==> config.mk <==
export PLATFORM = sky130hd
export DESIGN_NAME = micro_control
export DESIGN_NICKNAME = d
export VERILOG_FILES = /design/src/common/cadr_pkg.sv /design/src/hdl/micro_control.sv
export SDC_FILE = /design/constraint.sdc
export NUM_CORES = 1
export LEC_CHECK = 0
export BUFFER_PORTS_ARGS = -buffer_cell sky130_fd_sc_hd__buf_2
export CAP_MARGIN = 20
export CORE_ASPECT_RATIO = 0.6
export CORE_MARGIN = 5
export CORE_UTILIZATION = 45
export CTS_BUF_LIST = sky130_fd_sc_hd__clkbuf_8 sky130_fd_sc_hd__clkbuf_16
export CTS_CLUSTER_SIZE = 10
export DETAILED_ROUTE_END_ITERATION = 10
export GPL_ROUTABILITY_DRIVEN = 0
export HOLD_SLACK_MARGIN = 0.15
export PLACE_DENSITY = 0.83
export SLEW_MARGIN = 0
export SYNTH_ARGS = -nofsm -noshare
export SYNTH_HDL_FRONTEND = slang
export SYNTH_SLANG_ARGS = --single-unit
==> constraint.sdc <==
create_clock -name clk -period 1.6 [get_ports clk]
set_clock_uncertainty 0.05 [all_clocks]
set_input_delay 0.16 -clock clk [delete_from_list [all_inputs] [get_ports clk]]
set_output_delay 0.16 -clock clk [all_outputs]
set_load 0.02 [all_outputs]
==> src/common/cadr_pkg.sv <==
// CADR core shared types
`default_nettype none

package cadr_pkg;

   ////////////////////////////////////////////////////////////////////////////
   // Widths with a meaning

   typedef logic [31:0] word_t;         // Datapath word
   typedef logic [32:0] alu_word_t;     // ALU result, carry out on top
   typedef logic [13:0] pc_t;           // Microcode address
   typedef logic [9:0]  amem_addr_t;    // A memory address
   typedef logic [4:0]  mmem_addr_t;    // M memory address
   typedef logic [15:0] spy_word_t;     // Spy data half word
   typedef logic [4:0]  spy_addr_t;     // Spy register number

   ////////////////////////////////////////////////////////////////////////////
   // Encodings

   typedef enum logic [3:0] {
      ALU_SETZ = 4'd0,                  // Zero
      ALU_AND  = 4'd1,
      ALU_OR   = 4'd2,
      ALU_XOR  = 4'd3,
      ALU_ADD  = 4'd4,                  // A + M + cin
      ALU_SUB  = 4'd5,                  // A + ~M + cin
      ALU_SETA = 4'd6,
      ALU_SETM = 4'd7,
      ALU_SETO = 4'd8                   // All ones
   } alu_op_t;

   typedef enum logic [1:0] {
      OB_ALU       = 2'd0,              // Straight through
      OB_ALU_RIGHT = 2'd1,              // Bits 32..1
      OB_ALU_LEFT  = 2'd2               // Bits 30..0, zero in
   } ob_sel_t;

   typedef enum logic [2:0] {
      CYC_RESET  = 3'd0,
      CYC_DECODE = 3'd1,                // Also the halt wait state
      CYC_READ   = 3'd2,
      CYC_ALU    = 3'd3,
      CYC_WRITE  = 3'd4,
      CYC_FETCH  = 3'd5
   } cycle_state_t;

   typedef enum logic [4:0] {
      SPY_IR_LOW  = 5'd0,
      SPY_IR_MID  = 5'd1,
      SPY_IR_HIGH = 5'd2,
      SPY_PC      = 5'd3,
      SPY_OB_LOW  = 5'd4,               // OB words read L
      SPY_OB_HIGH = 5'd5,
      SPY_A_LOW   = 5'd6,
      SPY_A_HIGH  = 5'd7,
      SPY_M_LOW   = 5'd8,               // M words read the M bus
      SPY_M_HIGH  = 5'd9,
      SPY_MD_LOW  = 5'd10,              // Writable
      SPY_MD_HIGH = 5'd11,              // Writable
      SPY_STATUS  = 5'd12               // Halted and idle flags
   } spy_reg_t;

   ////////////////////////////////////////////////////////////////////////////
   // Microinstruction, 49 bits

   typedef struct packed {
      logic [13:0] pad;                 // Unused high bits
      amem_addr_t  a_src;               // A operand address
      mmem_addr_t  m_src;               // M operand address
      logic        m_from_md;           // M bus from MD
      logic        dest_a;              // Write L to A memory
      logic        dest_m;              // Write L to M and A memory
      amem_addr_t  dest_addr;           // Write address
      alu_op_t     alu_op;
      ob_sel_t     ob_sel;
      logic        carry_in;
   } uinst_t;

   // One-hot phase strobes, all low in reset
   typedef struct packed {
      logic decode;
      logic read;
      logic alu;
      logic write;
      logic fetch;
   } cycle_strobes_t;

endpackage

`default_nettype wire

==> src/hdl/micro_control.sv <==
// Instruction register and PC
`timescale 1ns/1ns
`default_nettype none

module micro_control (
   input  wire                       clk,
   input  wire                       reset,
   input  cadr_pkg::cycle_strobes_t  strobes,
   input  cadr_pkg::uinst_t          mcr_data_in,  // Word at the PC
   output cadr_pkg::uinst_t          ir,
   output cadr_pkg::pc_t             pc
);

   ////////////////////////////////////////////////////////////////////////////
   // IREG
   //
   // The microcode port answers the PC combinationally. The word is taken
   // only at the end of fetch, so the instruction executed by a step is
   // the one addressed by the previous step.

   always_ff @(posedge clk) begin
      if (reset)
         ir <= '0;                      // All zero IR writes nothing
      else if (strobes.fetch)
         ir <= mcr_data_in;
   end

   ////////////////////////////////////////////////////////////////////////////
   // NPC
   //
   // No jumps or dispatch, so the next PC is always PC + 1

   always_ff @(posedge clk) begin
      if (reset)
         pc <= '0;
      else if (strobes.fetch)
         pc <= pc + 1'b1;               // Wraps at the top of microcode
   end

endmodule

`default_nettype wire

Yosys cells after proc, flatten, opt, wreduce, memory -nomap -nowiden
Index checks and enable logic that the tools add are counted.
Word-level totals
  flip-flop bits (word level): 63
  input bits: 56
  word-level logic and storage cells: 12
Cells by class
  add/sub/neg operators: 1
Operator list (number)
  14-bit by 1-bit adder with 14-bit output, second input constant: 1

Longest topological paths before layout
  word-level depth: 1
  mapped depth: 4

Least setup slack after synthesis
Ideal clock, no wire load.
  path kind: register -> register
  from: register pc[3]
  to: register pc[13]
  setup time: 0.123 ns
  arrival time: 1.417 ns
  required time: 1.427 ns
  slack: 0.009 ns
  cell stages (with the launch flop): 5
  clock period less this slack: 1.591 ns
  cells stage by stage: dfxtp_1 nand4_2 buf_6 nor4_2 mux2_1
Between the ends
  longest elaborated chain between the ends: 1
RTL lines
  from (decl): line micro_control.sv:11  | output cadr_pkg::pc_t pc
  from (signal assigned): line micro_control.sv:37  | pc <= pc + 1'b1;
  14-bit by 1-bit adder with 14-bit output: line micro_control.sv:37
Every way passes these cells.
A chain may end at the register's enable or synchronous reset.

Worst setup path after layout
  from: register pc[0]
  to: register pc[10]
Same word-level chain as after synthesis.

==> flow_summary.yaml <==
clock_network:
  cts_root_buf: "clkbuf_8"
  clk_pin_slew_ns: 0.07
  clock_latency_ns: 0.32
  cts_tree: "built"
  cts_made_buffers: 9
  cts.htree.levels: 3
  cts.sinks: 63
  cts.path.max_buffers: 2
critical_path:
  critPathLaunch: "pc[0]$_SDFFE_PP0P_"
  cp_cell_sequence: "ha_1 > nand4_1 > or4_1 > a21oi_1"
  reg2reg_setup_slack_ns: 0.11
  r2r-start: "pc[0]$_SDFFE_PP0P_"
  slowest_stage: "or4_1"
  crit_path_end: "pc[10]$_SDFFE_PP0P_"
  cp_num_cells: 4
  rr_worst_depth: 4
  cp_max_fo: 5
  cp.arrival_ns: 1.70
  crit_buf_inv: 0
  crit_type: "reg2reg"
  reg2reg_to: "pc[10]$_SDFFE_PP0P_"
  slowest_delay_ns: 0.45
  crit_family: "simple AND/OR/NAND/NOR gates"
  startpoint_type: "flip-flop"
  required_ns: 1.80
  endpoint_kind: "flip-flop"
timing:
  slew_violations: 0
  hold_viol: 0
  fmax_ghz: 0.670
  period_minus_slack_ns: 1.49
  setup_viol: 0
  tns_ns: 0
  tightestPinTransition_ns: 0.395
  fin_hold_ws_ns: 0.234
  fin_crit_sh: 0.933
  slew_headroom: 0.736
global_routing:
  grt_usage: 0.204
  grt_pass1_wl_mm: 11.3
  grt_pass1_vias: 2363
  grt_max_degree: 35
  grt-ovfl-total: 0
  antenna_found_initial: 0
synth:
  ys_async_sr_fraction: 0
  yosysWarnings: 0
  avgSynthCellArea_um2: 10.3
  synth_ff_type: "dfxtp_1"
  ys_seq_area_frac: 0.533
  netlist_area_um2: 2370
  synth_xor_area_frac: 0.0148
  netlist-cell-type-count: 22
  synthAdderAreaFrac: 0.00529
  synth_compound_area_frac: 0.0338
  synth.ff_latch_count: 63
  syn_inst: 229
  synth_top_family_by_area: "multiplexers"
  synthMuxAreaShare: 0.221
  synth-edff-count: 0
  synth_nets: 286
  synthSimpleGateAreaFrac: 0.159
detailed_routing:
  viasPerCell: 4.80
  dr.pass1.iters: 4
  drt-initial-drc-count: 93
  ant_nets: 0
  drc: 0
  wl_mm: 6.74
  post_drt_wl_per_cell_um: 14.2
  vias: 2272
outcome:
  status: "complete, no violations"
floorplan:
  die_area_um2: 6860
  die_w_um: 104
  core.rowCount: 20
  io-pin-count: 119
  coreArea_um2: 5080
  chipHeight_um: 66.2
  initial_utilization: 0.466
power:
  pwr_density_cell_nw_per_um2: 1000
  power.leakage_uw: 0.00189
  peakVddDrop_v: 0.000610
min_path:
  hold_class: "in2reg"
placed_design:
  hpwl_mm: 4.19
  place_inst: 405
  port_buffers: 114
  placed_cell_area_um2: 3020
final_layout:
  fin_area_um2: 3770
  fin_util: 0.743
  layout_common_cells: "buf_2 (114), dfxtp_1 (61), nor2_1 (56)"
  layout-drive-gt1-share: 0.361
  n_antenna_cell: 0
  syn_to_final_growth_pct: 59.4
  fin_nets: 459
  final_common_cell: "buf_2"
  fin_cells: 473
job:
  drv_cap: 0
-- cells by family (layout without fill, tap and decap cells) --
| logic type | Yosys count | after routing |
|---|---|---|
| and+or+nand+nor | 81 | 81 |
| DFF | 63 | 63 |
| muxes | 52 | 52 |
| AOI/OAI and AO/OA | 14 | 14 |
| buffers and inverters | 14 | 192 |
| xor gates and xnor gates | 4 | 4 |
| adders and majority gates | 1 | 1 |
-- through the flow --
stage          total power (uW)  setup WS, ns
2_1_floorplan              1990       0.00923
3_3_place_gp               2150        0.0978
3_5_place_dp               2160        0.0622
4_1_cts                    3810        0.0307
5_1_grt                    3950       -0.0106
6_report                   3780         0.107
-- worst min path at each step --
stage / startpoint / to / cells after the start
finish: strobes[0] / pc[1]$_SDFFE_PP0P_ / 3
global route: strobes[0] / pc[1]$_SDFFE_PP0P_ / 3
CTS: strobes[0] / pc[1]$_SDFFE_PP0P_ / 3
detailed placement: mcr_data_in[27] / ir[27]$_SDFFE_PP0P_ / 3
global placement: mcr_data_in[18] / ir[18]$_SDFFE_PP0P_ / 3
floorplan: mcr_data_in[0] / ir[0]$_SDFFE_PP0P_ / 2
-- flip-flops by register name, indices dropped and copies added (netlist names) --
name  cells
ir       49
pc       14
-- synth_stat cells (3+ instances only) --
cell type | n | area share
dfxtp_1 | 63 | 0.53
nor2_1 | 56 | 0.089
mux2i_1 | 50 | 0.21
a21oi_1 | 7 | 0.015
clkbuf_1 | 7 | 0.011
nand4_1 | 6 | 0.016
buf_4 | 5 | 0.016
nand2_1 | 5 | 0.0079
o31ai_1 | 4 | 0.013
or4_1 | 4 | 0.013
o21ai_0 | 3 | 0.0063
or3_1 | 3 | 0.0079
xor2_1 | 3 | 0.011
-- area by class of cell --
class                   count  area (um^2)
clock inverters             5         80.1
multi-input cells         152         1030
well taps                  66         82.6
clock buffers              11          151
repair buffers            176         1160
fillers                   362         1310
flip-flops and latches     63         1260
-- power breakdown --
part           total (uW)  leakage (uW)  internal [uW]  switching [uW]
Sequential           1690      0.000519           1650            44.1
Clock                1550      0.000112            959             592
Combinational         541       0.00126            264             277
-- per-layer routing --
layer  up-vias  routed length (um)  track usage
met4         0                  42       0.0638
met5         -                   0            0
met3         5                 631       0.0761
met1      1043                2830        0.231
met2        92                3230        0.359
li1       1132                   -            -
-- repair_timing --
item | in CTS | in global routing
resized for setup | 0 | 3
endpoints found under the hold margin | 56 | 0
hold buffers | 50 | 0
buffers inserted | 0 | 2
setup endpoints to repair | 0 | 8
-- tightest hold or removal path: cells and delay by family --
family,cells,cell delay (ns)
buf+inv,1,0.18
mux,1,0.14
simple gates,1,0.08
Note: power is estimated with default switching activity, not from simulation.
