File: src/common/cadr_pkg.sv
// CADR core shared types
`default_nettype none

package cadr_pkg;

   ////////////////////////////////////////////////////////////////////////////
   // Widths with a meaning

   typedef logic [31:0] word_t;         // Datapath word
   typedef logic [32:0] alu_word_t;     // ALU result, carry out on top
   typedef logic [13:0] pc_t;           // Microcode address
   typedef logic [9:0]  amem_addr_t;    // A memory address
   typedef logic [4:0]  mmem_addr_t;    // M memory address
   typedef logic [15:0] spy_word_t;     // Spy data half word
   typedef logic [4:0]  spy_addr_t;     // Spy register number

   ////////////////////////////////////////////////////////////////////////////
   // Encodings

   typedef enum logic [3:0] {
      ALU_SETZ = 4'd0,                  // Zero
      ALU_AND  = 4'd1,
      ALU_OR   = 4'd2,
      ALU_XOR  = 4'd3,
      ALU_ADD  = 4'd4,                  // A + M + cin
      ALU_SUB  = 4'd5,                  // A + ~M + cin
      ALU_SETA = 4'd6,
      ALU_SETM = 4'd7,
      ALU_SETO = 4'd8                   // All ones
   } alu_op_t;

   typedef enum logic [1:0] {
      OB_ALU       = 2'd0,              // Straight through
      OB_ALU_RIGHT = 2'd1,              // Bits 32..1
      OB_ALU_LEFT  = 2'd2               // Bits 30..0, zero in
   } ob_sel_t;

   typedef enum logic [2:0] {
      CYC_RESET  = 3'd0,
      CYC_DECODE = 3'd1,                // Also the halt wait state
      CYC_READ   = 3'd2,
      CYC_ALU    = 3'd3,
      CYC_WRITE  = 3'd4,
      CYC_FETCH  = 3'd5
   } cycle_state_t;

   typedef enum logic [4:0] {
      SPY_IR_LOW  = 5'd0,
      SPY_IR_MID  = 5'd1,
      SPY_IR_HIGH = 5'd2,
      SPY_PC      = 5'd3,
      SPY_OB_LOW  = 5'd4,               // OB words read L
      SPY_OB_HIGH = 5'd5,
      SPY_A_LOW   = 5'd6,
      SPY_A_HIGH  = 5'd7,
      SPY_M_LOW   = 5'd8,               // M words read the M bus
      SPY_M_HIGH  = 5'd9,
      SPY_MD_LOW  = 5'd10,              // Writable
      SPY_MD_HIGH = 5'd11,              // Writable
      SPY_STATUS  = 5'd12               // Halted and idle flags
   } spy_reg_t;

   ////////////////////////////////////////////////////////////////////////////
   // Microinstruction, 49 bits

   typedef struct packed {
      logic [13:0] pad;                 // Unused high bits
      amem_addr_t  a_src;               // A operand address
      mmem_addr_t  m_src;               // M operand address
      logic        m_from_md;           // M bus from MD
      logic        dest_a;              // Write L to A memory
      logic        dest_m;              // Write L to M and A memory
      amem_addr_t  dest_addr;           // Write address
      alu_op_t     alu_op;
      ob_sel_t     ob_sel;
      logic        carry_in;
   } uinst_t;

   // One-hot phase strobes, all low in reset
   typedef struct packed {
      logic decode;
      logic read;
      logic alu;
      logic write;
      logic fetch;
   } cycle_strobes_t;

endpackage

`default_nettype wire

File: src/hdl/spy_port.sv
// Spy debug port
`timescale 1ns/1ns
`default_nettype none

module spy_port (
   input  wire                  clk,
   input  wire                  reset,
   input  cadr_pkg::spy_addr_t  eadr,      // Register number
   input  wire                  dbread,    // Read level
   input  wire                  dbwrite,   // Write level
   input  cadr_pkg::spy_word_t  spy_in,
   input  cadr_pkg::uinst_t     ir,
   input  cadr_pkg::pc_t        pc,
   input  cadr_pkg::word_t      l_reg,     // Shown as OB
   input  cadr_pkg::word_t      a_bus,
   input  cadr_pkg::word_t      m_bus,
   input  wire                  idle,
   input  wire                  ext_halt,
   output cadr_pkg::word_t      md,
   output cadr_pkg::spy_word_t  spy_out
);

   import cadr_pkg::*;

   spy_reg_t    sel;                    // Decoded register number
   logic [48:0] ir_bits;                // Flat view of the IR
   spy_word_t   spy_mux;                // Selected half word

   assign sel     = spy_reg_t'(eadr);
   assign ir_bits = ir;

   ////////////////////////////////////////////////////////////////////////////
   // Read select

   always_comb begin
      case (sel)
         SPY_IR_LOW:  spy_mux = ir_bits[15:0];
         SPY_IR_MID:  spy_mux = ir_bits[31:16];
         SPY_IR_HIGH: spy_mux = ir_bits[47:32];    // Bit 48 is pad
         SPY_PC:      spy_mux = spy_word_t'(pc);   // Zero extended
         SPY_OB_LOW:  spy_mux = l_reg[15:0];
         SPY_OB_HIGH: spy_mux = l_reg[31:16];
         SPY_A_LOW:   spy_mux = a_bus[15:0];
         SPY_A_HIGH:  spy_mux = a_bus[31:16];
         SPY_M_LOW:   spy_mux = m_bus[15:0];
         SPY_M_HIGH:  spy_mux = m_bus[31:16];
         SPY_MD_LOW:  spy_mux = md[15:0];
         SPY_MD_HIGH: spy_mux = md[31:16];
         SPY_STATUS:  spy_mux = {14'd0, idle, ext_halt};
         default:     spy_mux = '0;        // Unknown numbers read zero
      endcase
   end

   // One clock read latency, holds while dbread is low
   always_ff @(posedge clk) begin
      if (reset)
         spy_out <= '0;
      else if (dbread)
         spy_out <= spy_mux;
   end

   ////////////////////////////////////////////////////////////////////////////
   // MD register, loaded one half at a time

   always_ff @(posedge clk) begin
      if (reset) begin
         md <= '0;
      end else if (dbwrite) begin
         if (sel == SPY_MD_LOW)
            md[15:0] <= spy_in;
         if (sel == SPY_MD_HIGH)
            md[31:16] <= spy_in;
      end
   end

endmodule

`default_nettype wire

File: config.mk
export PLATFORM = sky130hd
export DESIGN_NAME = spy_port
export DESIGN_NICKNAME = d
export VERILOG_FILES = /design/src/common/cadr_pkg.sv /design/src/hdl/spy_port.sv
export SDC_FILE = /design/constraint.sdc
export NUM_CORES = 1
export LEC_CHECK = 0
export BUFFER_PORTS_ARGS = -buffer_cell sky130_fd_sc_hd__buf_4
export CAP_MARGIN = 0
export CORE_ASPECT_RATIO = 1.4
export CORE_MARGIN = 1
export CORE_UTILIZATION = 39
export CTS_CLUSTER_DIAMETER = 100
export DETAILED_ROUTE_END_ITERATION = 8
export PLACE_DENSITY = 0.84
export SYNTH_ARGS = -nofsm -noshare
export SYNTH_HDL_FRONTEND = slang
export SYNTH_SLANG_ARGS = --single-unit
File: constraint.sdc
create_clock -name clk -period 1.6 [get_ports clk]
set_input_delay 0.32 -clock clk [delete_from_list [all_inputs] [get_ports clk]]
set_output_delay 0.32 -clock clk [all_outputs]
set_load 0.03 [all_outputs]
# Yosys cells after proc, flatten, opt, wreduce, memory -nomap -nowiden
# Cells that the tools add are included.
# op_classes
addsub	0
n_mul	0
div	0
n_lt_le_gt_ge	0
eq_ne	12
shift	0
muxes	1
bitwise_logic	0
n_reduce_logical	3
# op_table
cell	count
16-bit one-hot mux with 13 select lines	1
5-bit by 4-bit == test with 1-bit output, second input constant	5
5-bit by 3-bit == test with 1-bit output, second input constant	4
5-bit by 2-bit == test with 1-bit output, second input constant	2
5-bit by 1-bit == test with 1-bit output, second input constant	1
5-bit logical NOT	1
2-bit AND reduction	2
# totals
reg_bits	48
latch_bits	0
ramBits	0
romBits	0
in_bits	186
memories	0

# Depth between registers and ports, before layout
# depth
word_depth	2
ltp_mapped	7

# Worst setup path before layout
# OpenSTA, ideal clock, no wires.
# synth_path
path_kind	input port to flip-flop
from	input eadr[1]
to	register spy_out[13]
setup_time_ps	120
t_arrival_ps	1508
t_required_ps	1480
path_slack_ps	-28
cell_stages	6
path_cell_list	buf_2 -> buf_2 -> mux2_2 -> a31oi_1 -> o211ai_1 -> o31a_1
# synth_between
elab_chain_cells	2
word_cells_on_any_way	14
# synth_lines
item	line_no	text
start: declaration	spy_port.sv:8	input cadr_pkg::spy_addr_t eadr,
5-bit by 4-bit == test with 1-bit output (tied with other cells)	spy_port.sv:36	case (sel)
16-bit one-hot mux with 13 select lines (*)	spy_port.sv:36	
end signal: assignment	spy_port.sv:59	spy_out <= spy_mux;
end: declaration	spy_port.sv:20	output cadr_pkg::spy_word_t spy_out
# Every way passes the cells marked *; elsewhere a longest branch is shown, timed or not.
# A chain may end at the register's enable or synchronous reset.

# Worst setup path in the final report
# layout_path
from	input eadr[0]
to	register spy_out[15]
# Same word-level chain as after synthesis.

==> metrics.json <==
{
  "synth": {
    "yosys_warnings": 0,
    "netlist_top_cells_count": "mux2i_1, dfxtp_1, nand2_1",
    "synth_top_family_by_area": "multiplexers",
    "synth_xor_xnor_area_share_pct": 0,
    "synth-seq-cells": 48,
    "syn_nets": 589,
    "syn_area_per_cell_um2": 8.65,
    "synth_top_cell_area_share_pct": 27.6,
    "synthAdderAreaFrac_pct": 0,
    "synth_top_area_cell": "dfxtp_1",
    "netlist_area_um2": 3490,
    "most_common_cell_in_the_netlist": "mux2i_1",
    "yosysUniqueCellTypes": 62,
    "yosysSeqAreaShare_pct": 27.6,
    "yosys-mux-area-fraction_pct": 23.4,
    "synth.top_cells.by_area": "dfxtp_1, mux2i_1, nand2_1",
    "synth_top_flop_cell": "dfxtp_1",
    "synth_cells": 403,
    "synth-compound-area-share_pct": 22.5,
    "synth_simple_gate_area_share_pct": 20.4,
    "post_synthesis_async_set_or_reset_flop_share_pct": 0,
    "synth_edf_count": 0
  },
  "drt": {
    "drtAntennaViolNets": 0,
    "post_drt_via_cell_ratio": 5.81,
    "drc": 0,
    "dr_total_vias": 4453,
    "drt_iter0_markers": 335,
    "wire_per_inst_um": 20.1,
    "drtPass1Iterations": 5,
    "detail_route.wirelength_um": 15400
  },
  "timing": {
    "setup_violations": 0,
    "fmax_mhz": 643,
    "slew_headroom_pct": 67.9,
    "fin_worst_skew_ns": 0.00388,
    "final_number_of_max_transition_violations": 0,
    "layout_min_cycle_time_ns": 1.55,
    "report.final.hold_viol_count": 0,
    "rsz_0062_raised_after_global_routing": "no",
    "max_slew.worst_pin.slew_ns": 0.480,
    "final_min_period_over_clock_period_pct": 97.2,
    "worst_hold_slack_ns": 0.273
  },
  "min_path": {
    "min_path_type": "primary input to register"
  },
  "cells_and_area": {
    "utilization_pct": 67.7,
    "syn2layout_area_growth_pct": 67.3,
    "nFillCells": 743,
    "drive_gt1_share_pct": 47.8,
    "final_cell_count_no_fill": 766,
    "diodes_inserted": 0,
    "nNetsFinal": 846
  },
  "critical_path": {
    "worstSetupEndpointType": "register",
    "cp_num_buf_inv": 1,
    "worstPathArrival_ns": 1.74,
    "cells_along_the_critical_path": "buf_4 > or4b_1 > o21ai_0 > a211oi_1 > a221oi_1",
    "critical-path-top-delay-family": "simple AND/OR/NAND/NOR gates",
    "peak_per_stage_delay_on_the_critical_path_ns": 0.65,
    "crit_path_top_delay_cell": "or4b_1",
    "setup_crit_path_kind": "primary input to register",
    "worst_setup_path_start_kind": "primary input",
    "required_time_reported_for_the_critical_path_endpoint_ns": 1.79,
    "timing.critical_path.fanout_max": 13
  },
  "cts": {
    "cts.sinks": 48,
    "clk-insertion-delay-late_ns": 0.29,
    "clock-root-buffer": "clkbuf_16",
    "clk_pin_slew_ns": 0.07,
    "cts_setup_buffers": 0,
    "cts_tree": "done",
    "cts_made_buffers": 5,
    "cts_buffer_depth": 2,
    "h_tree_depth_reported_by_cts": 2,
    "post_cts_hold_buffer_count": 0
  },
  "place": {
    "place.detailed.hpwl_um": 12600,
    "placed_cells_incl_taps": 758,
    "port_buffers": 232,
    "gp_congestion": 0.900
  },
  "global_routing": {
    "grt_first_pass_wirelength_um": 22500,
    "grt_pass1_vias": 4274,
    "grt_use_total_pct": 32.1,
    "globalRouteOverflowTotal": 0,
    "antenna_found_initial": 0,
    "largest_net_degree_at_the_start_of_global_routing": 30
  },
  "floorplan": {
    "core_region_area_um2": 8610,
    "fp.dieH_um": 114,
    "floorplan.die_area_um2": 9330,
    "fp-row-count": 40,
    "starting_density_pct": 40.5,
    "floorplan.io_pins": 234,
    "die-width_um": 81.9
  },
  "flow_run": {
    "max_cap_viol_count": 0
  },
  "outcome": {
    "outcome": "complete, no violations"
  },
  "power": {
    "power_leakage_nw": 2.71,
    "power.density_nw_per_um2": 582,
    "vdd_ir_max_v": 0.000689
  }
}
-- cell families after synthesis --
group           Yosys count
compound gates          107
mux                      75
simple gates            133
buf+inv                  40
flops                    48
-- power by group --
group,switching (W),internal (W)
Combinational,0.000381,0.000538
Clock,0.000478,0.000784
Sequential,0.00000969,0.00121
Total,0.000869,0.00253
-- placed cells by master (no fill, tap or decap), types with 3 or more instances in the layout --
master     synthesis  routed
a31oi_1            6       6
a32o_1             3       3
nor3_1            11      10
buf_4              5     284
clkbuf_16          0       5
o21bai_1           3       3
o22ai_1            7       7
buf_12             0       4
o32ai_1            3       3
a21o_1             5       5
nand3_1            3       3
nand2b_1          10      10
and2_1             3       3
a221oi_1          13      13
o21ai_1            3       3
and3_1            17      17
dfxtp_1           48      48
nor2_1            25      25
o211ai_1           3       3
a21oi_1           21      21
mux2i_1           68      68
a211oi_1           4       4
o21ai_0            5       5
nand2_1           37      37
nor2b_1            8       8
o2bb2ai_1          9       9
mux4_2             5       5
a311oi_1           3       3
-- tightest hold or removal path: stages --
cell	delay (ns)
buf_4	0.08
mux2i_1	0.06
nor2_1	0.07
-- flip-flops by register name (all words and copies together) (netlist names) --
name     count
md          32
spy_out     16
-- stage by stage --
step | setup TNS, ns | total power [W] | worst slack [ns] | area (um^2)
5_1_grt | 0 | 0.00350 | 0.0176 | 5830
2_1_floorplan | 0 | 0.00160 | 0.0000202 | 3500
3_3_place_gp | -5.22 | 0.00213 | -0.293 | 5630
6_report | 0 | 0.00340 | 0.0456 | 5830
4_1_cts | 0 | 0.00339 | 0.0569 | 5810
3_5_place_dp | -6.75 | 0.00215 | -0.301 | 5630
-- timing repair --
action	4_1_cts	5_1_grt
setup endpoints to repair	1	7
gates resized for setup	1	8
cloned	0	0
-- routing by layer --
layer	share of wire, %	GRT usage (%)
met4	3.6	14.3
met2	51	54.2
met3	8.5	5.20
met5	0	0
met1	37	39.2
-- path summary, 6_finish.rpt --
kind	start	end	slack (ns)	depth (start not counted)
max	eadr[0]	spy_out[15]	0.05	5
min	spy_in[7]	md[23]	0.27	3
max reg2reg	md[31]	spy_out[15]	0.23	3
min reg2reg	md[7]	md[7]	0.49	2
-- layout make-up --
type | count | area (um^2) | share of cell area (%)
repair buffers | 288 | 2210 | 37.9
inverters | 2 | 7.51 | 0.129
well taps | 105 | 131 | 2.25
flip-flops and latches | 48 | 961 | 16.5
clock inverters | 2 | 38.8 | 0.665
clock buffers | 6 | 139 | 2.38
multi-input cells | 315 | 2340 | 40.2
Power figures use the tool's default switching activity.
