File: config.mk
export PLATFORM = sky130hd
export DESIGN_NAME = alu_unit
export DESIGN_NICKNAME = d
export VERILOG_FILES = /design/src/common/cadr_pkg.sv /design/src/datapath/alu_unit.sv
export SDC_FILE = /design/constraint.sdc
export NUM_CORES = 1
export LEC_CHECK = 0
export BUFFER_PORTS_ARGS = -buffer_cell sky130_fd_sc_hd__buf_4
export CAP_MARGIN = 20
export CORE_MARGIN = 1
export CORE_UTILIZATION = 40
export DETAILED_ROUTE_END_ITERATION = 10
export GPL_TIMING_DRIVEN = 0
export PLACE_DENSITY_LB_ADDON = 0.08
export SYNTH_ARGS = -nofsm -noshare
export SYNTH_HDL_FRONTEND = slang
export SYNTH_SLANG_ARGS = --single-unit
File: constraint.sdc
create_clock -name clk -period 11.13 [get_ports clk]
set_input_delay 1.113 -clock clk [delete_from_list [all_inputs] [get_ports clk]]
set_output_delay 1.113 -clock clk [all_outputs]
set_load 0.05 [all_outputs]
File: src/common/cadr_pkg.sv
// CADR core shared types
`default_nettype none

package cadr_pkg;

   ////////////////////////////////////////////////////////////////////////////
   // Widths with a meaning

   typedef logic [31:0] word_t;         // Datapath word
   typedef logic [32:0] alu_word_t;     // ALU result, carry out on top
   typedef logic [13:0] pc_t;           // Microcode address
   typedef logic [9:0]  amem_addr_t;    // A memory address
   typedef logic [4:0]  mmem_addr_t;    // M memory address
   typedef logic [15:0] spy_word_t;     // Spy data half word
   typedef logic [4:0]  spy_addr_t;     // Spy register number

   ////////////////////////////////////////////////////////////////////////////
   // Encodings

   typedef enum logic [3:0] {
      ALU_SETZ = 4'd0,                  // Zero
      ALU_AND  = 4'd1,
      ALU_OR   = 4'd2,
      ALU_XOR  = 4'd3,
      ALU_ADD  = 4'd4,                  // A + M + cin
      ALU_SUB  = 4'd5,                  // A + ~M + cin
      ALU_SETA = 4'd6,
      ALU_SETM = 4'd7,
      ALU_SETO = 4'd8                   // All ones
   } alu_op_t;

   typedef enum logic [1:0] {
      OB_ALU       = 2'd0,              // Straight through
      OB_ALU_RIGHT = 2'd1,              // Bits 32..1
      OB_ALU_LEFT  = 2'd2               // Bits 30..0, zero in
   } ob_sel_t;

   typedef enum logic [2:0] {
      CYC_RESET  = 3'd0,
      CYC_DECODE = 3'd1,                // Also the halt wait state
      CYC_READ   = 3'd2,
      CYC_ALU    = 3'd3,
      CYC_WRITE  = 3'd4,
      CYC_FETCH  = 3'd5
   } cycle_state_t;

   typedef enum logic [4:0] {
      SPY_IR_LOW  = 5'd0,
      SPY_IR_MID  = 5'd1,
      SPY_IR_HIGH = 5'd2,
      SPY_PC      = 5'd3,
      SPY_OB_LOW  = 5'd4,               // OB words read L
      SPY_OB_HIGH = 5'd5,
      SPY_A_LOW   = 5'd6,
      SPY_A_HIGH  = 5'd7,
      SPY_M_LOW   = 5'd8,               // M words read the M bus
      SPY_M_HIGH  = 5'd9,
      SPY_MD_LOW  = 5'd10,              // Writable
      SPY_MD_HIGH = 5'd11,              // Writable
      SPY_STATUS  = 5'd12               // Halted and idle flags
   } spy_reg_t;

   ////////////////////////////////////////////////////////////////////////////
   // Microinstruction, 49 bits

   typedef struct packed {
      logic [13:0] pad;                 // Unused high bits
      amem_addr_t  a_src;               // A operand address
      mmem_addr_t  m_src;               // M operand address
      logic        m_from_md;           // M bus from MD
      logic        dest_a;              // Write L to A memory
      logic        dest_m;              // Write L to M and A memory
      amem_addr_t  dest_addr;           // Write address
      alu_op_t     alu_op;
      ob_sel_t     ob_sel;
      logic        carry_in;
   } uinst_t;

   // One-hot phase strobes, all low in reset
   typedef struct packed {
      logic decode;
      logic read;
      logic alu;
      logic write;
      logic fetch;
   } cycle_strobes_t;

endpackage

`default_nettype wire

File: src/datapath/alu_unit.sv
// ALU, output select and L register
`timescale 1ns/1ns
`default_nettype none

module alu_unit (
   input  wire                       clk,
   input  wire                       reset,
   input  cadr_pkg::cycle_strobes_t  strobes,
   input  cadr_pkg::uinst_t          ir,
   input  cadr_pkg::word_t           a_bus,   // A operand
   input  cadr_pkg::word_t           m_mem,   // M memory latch
   input  cadr_pkg::word_t           md,      // Spy loaded MD
   output cadr_pkg::word_t           m_bus,   // Selected M operand
   output cadr_pkg::word_t           l_reg
);

   import cadr_pkg::*;

   alu_word_t alu;                      // Result with carry out
   alu_word_t a_ext;                    // A with a zero top bit
   alu_word_t m_ext;                    // M with a zero top bit
   alu_word_t m_inv;                    // Complemented M for subtract
   alu_word_t cin_ext;                  // Carry in as a word
   word_t     ob;                       // Output bus

   ////////////////////////////////////////////////////////////////////////////
   // M bus select

   assign m_bus = ir.m_from_md ? md : m_mem;

   ////////////////////////////////////////////////////////////////////////////
   // ALU

   assign a_ext   = {1'b0, a_bus};
   assign m_ext   = {1'b0, m_bus};
   assign m_inv   = {1'b0, ~m_bus};
   assign cin_ext = alu_word_t'(ir.carry_in);

   always_comb begin
      case (ir.alu_op)
         ALU_SETZ: alu = '0;
         ALU_AND:  alu = a_ext & m_ext;
         ALU_OR:   alu = a_ext | m_ext;
         ALU_XOR:  alu = a_ext ^ m_ext;
         ALU_ADD:  alu = a_ext + m_ext + cin_ext;
         ALU_SUB:  alu = a_ext + m_inv + cin_ext;  // A - M when cin set
         ALU_SETA: alu = a_ext;
         ALU_SETM: alu = m_ext;
         ALU_SETO: alu = {1'b0, {32{1'b1}}};
         default:  alu = '0;            // Undefined ops act as SETZ
      endcase
   end

   ////////////////////////////////////////////////////////////////////////////
   // Output bus select

   always_comb begin
      case (ir.ob_sel)
         OB_ALU_RIGHT: ob = alu[32:1];              // Carry shifts in on top
         OB_ALU_LEFT:  ob = {alu[30:0], 1'b0};      // Zero shifts in
         default:      ob = alu[31:0];              // Code 3 too
      endcase
   end

   ////////////////////////////////////////////////////////////////////////////
   // L register

   // Loaded at end of alu, feeds writeback in the write state
   always_ff @(posedge clk) begin
      if (reset)
         l_reg <= '0;
      else if (strobes.alu)
         l_reg <= ob;
   end

endmodule

`default_nettype wire

* Word-level counts from Yosys, hierarchy flattened
Index checks and enable logic that the tools add are counted.
** Storage, ports and cells
- Input bits :: 152
- Memories :: 0
- Bits in latches :: 0
- Bits in writable memories :: 0
- Word-level logic and storage cells :: 22
- Memory bits (read-only) :: 0
- Flip-flop bits (word level) :: 32
** Operators by class
- Bitwise operators :: 4
- Divide/modulo/power cells :: 0
- Muxes and demuxes :: 3
- Equality and inequality tests :: 10
- Reductions and logical operators :: 0
- Multipliers :: 0
- Shift-type cells :: 0
- $add $sub $neg :: 4
- $lt $le $gt $ge :: 0
** Operators with widths (count)
- $pmux 33 s8 :: 1
- $add 32x32->33 :: 2
- $add 33x1->33 :: 2
- $pmux 32 s2 :: 1
- $and 32x32->32 :: 1
- $mux 32 :: 1
- $not 32->32 :: 1
- $or 32x32->32 :: 1
- $xor 32x32->32 :: 1
- $eq 4x3->1 const B :: 4
- $eq 4x2->1 const B :: 2
- $eq 4x1->1 const B :: 1
- $eq 4x4->1 const B :: 1
- $eq 2x1->1 const B :: 1
- $eq 2x2->1 const B :: 1

* Logic depth before layout (Yosys ltp)
Gate-level depths: netlist of the first run.
- Depth after elaboration :: 6
- Gate-level depth with buffers :: 18
- Mapped depth without buffers :: 14

* Worst setup path after synthesis of the first run
Ideal clock, no wire load.
- Path kind :: in2reg
- Start point :: input ir[19] (netlist bit)
- End point :: register l_reg[31]
- Slack :: 5.699 ns
- Setup time :: 0.116 ns
- Arrival time :: 5.314 ns
- Stages :: 17
- Data required time :: 11.014 ns
- Path through :: clkbuf_1 buf_2 buf_1 mux2i_1 inv_1 fa_1 o21ba_1 or4_4 a21o_1 and4bb_1 or2_1 buf_6 nand3_1 nand2_1 a32o_1 or2_2 a41o_1
** Between the ends
- Longest elaborated chain between the ends :: 6
- Elaborated cells between the ends (all ways) :: 11
- Classes of those cells :: add/sub (4); mux (3); bitwise (4)
** Ends and longest elaborated chain
- from (decl) :: line alu_unit.sv:9 : input cadr_pkg::uinst_t ir,
- $mux 32 (*) :: line alu_unit.sv:29 : assign m_bus = ir.m_from_md ? md : m_mem;
- net m_bus[0] :: line alu_unit.sv:13 : output cadr_pkg::word_t m_bus,
- $not 32->32 :: line alu_unit.sv:36 : assign m_inv = {1'b0, ~m_bus};
- $add 32x32->33 :: line alu_unit.sv:46 : ALU_SUB: alu = a_ext + m_inv + cin_ext;
- $add 33x1->33 :: line alu_unit.sv:46
- $pmux 33 s8 (*) :: line alu_unit.sv:40 : case (ir.alu_op)
- $pmux 32 s2 (*) :: line alu_unit.sv:58 : case (ir.ob_sel)
- to (signal assigned) :: line alu_unit.sv:71 : l_reg <= '0;
- to (signal assigned) :: line alu_unit.sv:73 : l_reg <= ob;
- to (decl) :: line alu_unit.sv:14 : output cadr_pkg::word_t l_reg
Mark *: on every way through the listed nets, which the timed path passes. The rest lies on a longest branch.
A chain may end at the register's enable or synchronous reset.

* Worst setup path after layout of the first run
- Start point :: input ir[19] (netlist bit)
- End point :: register l_reg[19]
** Between the ends
- Longest elaborated chain between the ends :: 6
- Elaborated cells between the ends (all ways) :: 11
- Classes of those cells :: add/sub (4); mux (3); bitwise (4)
** Ends and longest elaborated chain (line)
- $mux 32 (*) :: alu_unit.sv:29
- $not 32->32 :: alu_unit.sv:36
- $add 32x32->33 :: alu_unit.sv:46
- $add 33x1->33 :: alu_unit.sv:46
- $pmux 33 s8 (*) :: alu_unit.sv:40
- $pmux 32 s2 (*) :: alu_unit.sv:58
Mark *: on every way between the ends. The rest lies on a longest branch, timed or not.

==> results of run 1 <==
## placed cells by master, fill, tap and decap left out, types with 17 or more instances in the layout
| master | netlist | final |
|---|---|---|
| nor2_1 | 103 | 103 |
| nand2b_1 | 24 | 24 |
| ha_1 | 106 | 106 |
| mux2_2 | 21 | 21 |
| a221oi_1 | 41 | 41 |
| clkbuf_1 | 46 | 48 |
| o211ai_1 | 17 | 17 |
| nand2_1 | 75 | 75 |
| o22ai_1 | 23 | 23 |
| inv_1 | 108 | 108 |
| buf_2 | 22 | 23 |
| mux2i_1 | 20 | 20 |
| nor2b_1 | 20 | 20 |
| nor3_1 | 32 | 30 |
| a211oi_1 | 19 | 19 |
| o21ai_0 | 74 | 74 |
| dfxtp_1 | 32 | 32 |
| buf_4 | 3 | 169 |
| a21oi_1 | 78 | 78 |
| nand3_1 | 20 | 20 |
| xnor2_1 | 17 | 17 |
## synth_stat cells, types with 4 or more instances
master / count
nor2_1: 103
nand2_1: 75
nor3_1: 32
o2111ai_1: 6
o21bai_1: 13
a21o_1: 13
nand3_1: 20
o31ai_1: 9
o21a_1: 8
a21oi_1: 78
o22ai_1: 23
a31o_2: 4
or2_2: 5
buf_6: 4
a2111oi_0: 7
buf_2: 22
o211ai_1: 17
or4_1: 5
o32ai_1: 6
xnor2_1: 17
a221o_1: 11
nor3b_1: 8
a211oi_1: 19
inv_1: 108
clkbuf_1: 46
nor4_1: 13
dfxtp_1: 32
ha_1: 106
a311oi_1: 6
a31oi_1: 9
buf_1: 4
or3_1: 4
mux2i_1: 20
a221oi_1: 41
nand2b_1: 24
nand4_1: 7
mux2_2: 21
a22oi_1: 13
o221ai_1: 8
o21ai_0: 74
fa_1: 4
nor2b_1: 20
## critical path: cells and delay by family
family	cells	cell delay, ps
AOI/OAI and AO/OA	8	2570
buffers and inverters	4	1550
adders and majority gates	2	860
muxes	1	460
and+or+nand+nor	2	160
## cell type report
cell class / count / area (µm²)
clock buffer: 8 / 146
fill: 2039 / 9780
multi-input combinational: 932 / 6760
buffer: 80 / 370
timing repair buffer: 169 / 1280
sequential: 32 / 641
tap: 265 / 332
inverter: 110 / 413
## routing by layer
layer	up-vias	global-route usage, %	routed length, µm
met5	-	0	0
met1	4694	46.2	15900
met2	471	52.1	15900
met4	0	12.3	1240
met3	81	3.30	2780
li1	4663	-	-
## metrics by stage
step | area [µm²] | setup slack [ps] | hold slack [ps] | cells | util, %
2_1_floorplan | 8170 | 5700 | 686 | 1154 | -
3_3_place_gp | 9750 | 4280 | 459 | 1585 | 49.5
3_5_place_dp | 9790 | 4290 | 465 | 1588 | 49.7
4_1_cts | 9940 | 4570 | 475 | 1596 | 50.4
5_1_grt | 9940 | 4240 | 497 | 1596 | 50.4
6_report | 9940 | 4520 | 473 | 1596 | 50.4
## report_power, final
group | total, mW | switching (mW) | internal [mW] | leakage, nW
Combinational | 0.620 | 0.402 | 0.218 | 4.13
Sequential | 0.132 | 0.00659 | 0.125 | 0.264
Clock | 0.138 | 0.0484 | 0.0891 | 0.0712
## kinds of logic (layout without fill, tap and decap cells)
| logic type | count (synthesis) | after routing | synth area share, % |
|---|---|---|---|
| fa+ha+maj | 110 | 110 | 17.2 |
| simple gates | 338 | 338 | 20.4 |
| flops | 32 | 32 | 7.84 |
| mux | 41 | 41 | 5.34 |
| compound gates | 424 | 424 | 37.6 |
| xor+xnor | 19 | 19 | 2.04 |
| buf+inv | 190 | 367 | 9.58 |
## worst min-delay path by stage
| stage | start | end | slack (ps) | depth (start not counted) |
|---|---|---|---|---|
| finish | l_reg[8]$_SDFFE_PP0P_ | l_reg[8]$_SDFFE_PP0P_ | 470 | 2 |
| floorplan | l_reg[8]$_SDFFE_PP0P_ | l_reg[8]$_SDFFE_PP0P_ | 690 | 2 |
| global route | l_reg[8]$_SDFFE_PP0P_ | l_reg[8]$_SDFFE_PP0P_ | 500 | 2 |
| global placement | l_reg[8]$_SDFFE_PP0P_ | l_reg[8]$_SDFFE_PP0P_ | 460 | 2 |
| detailed placement | l_reg[8]$_SDFFE_PP0P_ | l_reg[8]$_SDFFE_PP0P_ | 460 | 2 |
| CTS | l_reg[5]$_SDFFE_PP0P_ | l_reg[5]$_SDFFE_PP0P_ | 480 | 2 |
==> flow_summary.yaml, run 1 <==
sta:
  finalSetupViolCount: 0
  tightest_slew_ps: 1210
  finClkSkew_ps: 0
  finalHoldViolCount: 0
  fmax_mhz: 151
  drv_slew: 0
  timing.final.crit_period_ps: 6610
  relSlewSlack_pct: 18.9
  fin_crit_sh_pct: 59.4
  rsz0062_at_grt: "false"
  tns_ps: 0
route:
  routed_wl_um: 35800
  num_vias: 9909
  wl_per_cell_um: 22.4
  drtIter0Drc: 1128
  antenna_left: 0
  drc: 0
  dr.pass1.iters: 5
  via_per_inst: 6.21
logic_synthesis:
  syn-num-nets: 1416
  synth_area_um2: 8170
  async_reset_ff_share_pct: 0
  synth_area_leader_cell: "ha_1"
  synthCells: 1154
  synth_edf_count: 0
  ys_warn_count: 0
  avgSynthCellArea_um2: 7.08
  synthTopCellsByArea: "ha_1 (16%), dfxtp_1 (7.8%), inv_1 (5.0%)"
  ys_types: 95
  synth.ff_latch_count: 32
  ys.flop_type: "dfxtp_1"
  synth_top_area_share_pct: 16.2
  synth_seq_area_share_pct: 7.84
global_routing:
  antenna_found_initial: 0
  grt_pass1_vias: 9155
  grt_first_pass_wirelength_um: 54300
  grt_max_degree: 11
  grt_usage_pct: 33.1
  gr-total-overflow: 0
floorplanning:
  dieArea_um2: 21000
  fp-row-count: 51
  pin_count: 216
  die_x_um: 145
  die_h_um: 145
  initial_utilization_pct: 41.4
  coreArea_um2: 19700
critical_path:
  worst_r2r_path_depth: 2
  cpMostUsedCell: "a211oi_1"
  crit_chain: "clkbuf_1 > buf_2 > buf_1 > mux2i_1 > inv_1 > fa_1 > fa_1 > o21bai_1 > a211oi_1 > a211oi_1 > o21ai_0 > o21a_1 > a221o_1 > a21oi_1 > nor2b_1 > a211oi_1 > nor3_1"
  critical_path.startpoint: "ir[19]"
  cp-endpoint: "l_reg[19]$_SDFFE_PP0P_"
  critPathKind: "input port to register"
  cp_max_fo: 10
  cp_data_required_time_ps: 11280
  cpPeakStageDelay_ps: 770
  cp-start-kind: "input port"
  timing.rr.start: "l_reg[31]$_SDFFE_PP0P_"
  crit_path_end_kind: "register"
  cp.arrival_ps: 6760
  critPathSlowestCell: "buf_1"
  ff2ff_setup_slack_ps: 10370
  r2r_end: "l_reg[31]$_SDFFE_PP0P_"
run_status:
  status: "finished, final reports clean"
pwr:
  p_leak_nw: 4.46
  pwr_density_cell_nw_per_um2: 89.5
  irDropWorstVdd_mv: 0.0512
  power.total_uw: 889
clock_network:
  path_clk_slew_ps: 50
  htreeDepth: 2
  cts.sinks: 32
  clockBufferDepth: 2
  cts_tree: "yes"
  cts_root_buf: "clkbuf_16"
  cts_setup_buffers: 0
  numCtsBuffers: 5
  ctsResizeCount: 0
  insertion_delay_ps: 270
  postCtsHoldBufs: 0
finish:
  syn2layout_area_growth_pct: 21.6
  num_antenna_cells: 0
  drive_gt1_share_pct: 19.6
  final_nets: 1592
  largest_reg_flops: 32
place:
  hpwl_um: 28400
  portBuffers: 166
  globalplace.congestion: 0.977
min_path:
  hold_path.class: "register to register"
run:
  maxCapViolations: 0
Power figures use the tool's default switching activity.
==> inputs of run 2 (changes only) <==
==> constraint.sdc (replaced) <==
create_clock -name clk -period 5.5 [get_ports clk]
set_input_delay 0.55 -clock clk [delete_from_list [all_inputs] [get_ports clk]]
set_output_delay 0.55 -clock clk [all_outputs]
set_load 0.05 [all_outputs]
==> run 2 against run 1 <==
- worst hold slack about the same
- cell area up 0.30%
- clock-buffer cell count unchanged
- critical path depth unchanged
- via count rose by 0.19%
- sequential power is 100% higher
- combinational power up 100%
- register-to-register slack worse by 5600 ps
- critical path type unchanged
==> flow_summary.yaml, run 2 (same netlist as run 1, synthesis figures left out) <==
route:
  met2_wirelength_um: 15900
  dr.pass1.iters: 6
  drc: 0
  wl_met3_um: 2830
  routed_wl_um: 35800
  num_vias: 9928
  wl_met1_um: 16000
  drtIter0Drc: 1091
  wl_per_cell_um: 22.4
  via_per_inst: 6.21
  antenna_left: 0
  maxUsedRoutingLayer: "met4"
clock_network:
  htreeDepth: 2
  clockBufferDepth: 2
  cts.sinks: 32
  path_clk_slew_ps: 50
  insertion_delay_ps: 270
  numCtsBuffers: 5
  cts_root_buf: "clkbuf_16"
  cts_tree: "yes"
global_routing:
  grt_pass1_vias: 9155
  grt_first_pass_wirelength_um: 54300
  gr-total-overflow: 0
  grt_max_degree: 11
  grt_usage_pct: 33.1
  antenna_found_initial: 0
pwr:
  p_leak_nw: 4.48
  power.total_mw: 1.80
  irDropWorstVdd_mv: 0.103
  pwr_density_cell_nw_per_um2: 181
place:
  portBuffers: 166
  globalplace.congestion: 0.977
  placed_cells: 1588
  hpwl_um: 28400
finish:
  multi_input_comb_area_um2: 6770
  n_fill_cell: 2035
  drive_gt1_share_pct: 20.0
  seq_area_um2: 641
  syn2layout_area_growth_pct: 22.0
  num_antenna_cells: 0
  finalNonFillerCells: 1598
  layout_commonest_cell: "buf_4"
  mostFrequentLayoutCells: "buf_4 (172), inv_1 (108), ha_1 (106)"
  final_nets: 1594
  largest_reg_flops: 32
critical_path:
  cp.arrival_ps: 5430
  critPathKind: "input port to register"
  critPathSlowestCell: "a2111o_1"
  crit_chain: "clkbuf_1 > clkbuf_4 > buf_4 > mux2i_1 > inv_1 > fa_1 > fa_1 > o21bai_1 > nand2_1 > a21oi_1 > o41a_1 > o21a_1 > nand2b_1 > o21a_1 > o22ai_1 > a2111o_1 > a41o_1"
  critical_path.startpoint: "ir[19]"
  timing.rr.start: "l_reg[31]$_SDFFE_PP0P_"
  cp_max_fo: 10
  cpPeakStageDelay_ps: 470
  cp-start-kind: "input port"
  crit_path_end_kind: "register"
  cp_data_required_time_ps: 5670
floorplanning:
  die_h_um: 145
  pin_count: 216
  dieArea_um2: 21000
  coreArea_um2: 19700
  die_x_um: 145
  initial_utilization_pct: 41.4
  fp-row-count: 51
sta:
  fin_crit_sh_pct: 95.6
  finalSetupViolCount: 0
  fmax_mhz: 190
  rsz0062_at_grt: "false"
  finalHoldViolCount: 0
  timing.final.crit_period_ps: 5260
  finClkSkew_ps: 0
  tns_ps: 0
  tightest_slew_ps: 1250
  drv_slew: 0
  relSlewSlack_pct: 16.1
run_status:
  status: "finished, final reports clean"
min_path:
  hold_path.startpoint: "l_reg[8]$_SDFFE_PP0P_"
  hold_path.class: "register to register"
run:
  maxCapViolations: 0
[run 2: changes by cell type in the layout (fill, tap and decap cells not counted), sizes merged]
cell and change:
buf +1, clkbuf +1
[run 2: path summary, 6_finish.rpt]
check                           slack (ps)                endpoint  cells past startpoint
worst max register to register        4740  l_reg[31]$_SDFFE_PP0P_                      2
worst min register to register         470   l_reg[8]$_SDFFE_PP0P_                      2
worst min-delay path                   470   l_reg[8]$_SDFFE_PP0P_                      2
worst max-delay path                   240  l_reg[31]$_SDFFE_PP0P_                     17
[run 2: area by class of cell]
type | instances | area share (%)
Timing Repair Buffer | 171 | 13.0
Sequential cell | 32 | 6.43
Clock buffer | 8 | 1.47
Buffer | 80 | 3.78
Inverter | 110 | 4.14
Multi-Input combinational cell | 932 | 67.9
Tap cell | 265 | 3.33
[run 2: repair_timing]
item                                    CTS  global route
pin swaps                                 0             1
resized for setup                         5             4
hold buffers                              0             0
endpoints found under the hold margin     0             0
endpoints found under the setup margin   18            14
setup buffers                             0             2
[run 2: power by group]
group	switching, mW	internal [mW]	leakage [nW]
Clock	0.0965	0.180	0.0712
Combinational	0.816	0.445	4.14
Sequential	0.0134	0.253	0.264
Total	0.926	0.879	4.48
[run 2: per-layer routing]
layer | track usage [%] | vias up
met5 | 0 | -
met4 | 12.3 | 0
met3 | 3.30 | 74
met2 | 52.1 | 515
met1 | 46.2 | 4678
li1 | - | 4661
[run 2: worst max-delay path: cells and delay by family]
kind	cells	cell delay, ps
compound gates	8	2290
buf+inv	4	1020
fa+ha+maj	2	860
mux	1	400
simple gates	2	300
[run 2: per-stage QoR]
| step | utilization (%) | worst slack (ps) | instance area, µm² | hold slack (ps) |
|---|---|---|---|---|
| finish | 50.6 | 241 | 9970 | 473 |
| floorplan | - | 632 | 8170 | 686 |
| detailed placement | 49.7 | -780 | 9790 | 465 |
| CTS | 50.4 | 1.52 | 9940 | 475 |
| global route | 50.6 | 29.9 | 9970 | 497 |
| global placement | 49.5 | -792 | 9750 | 459 |
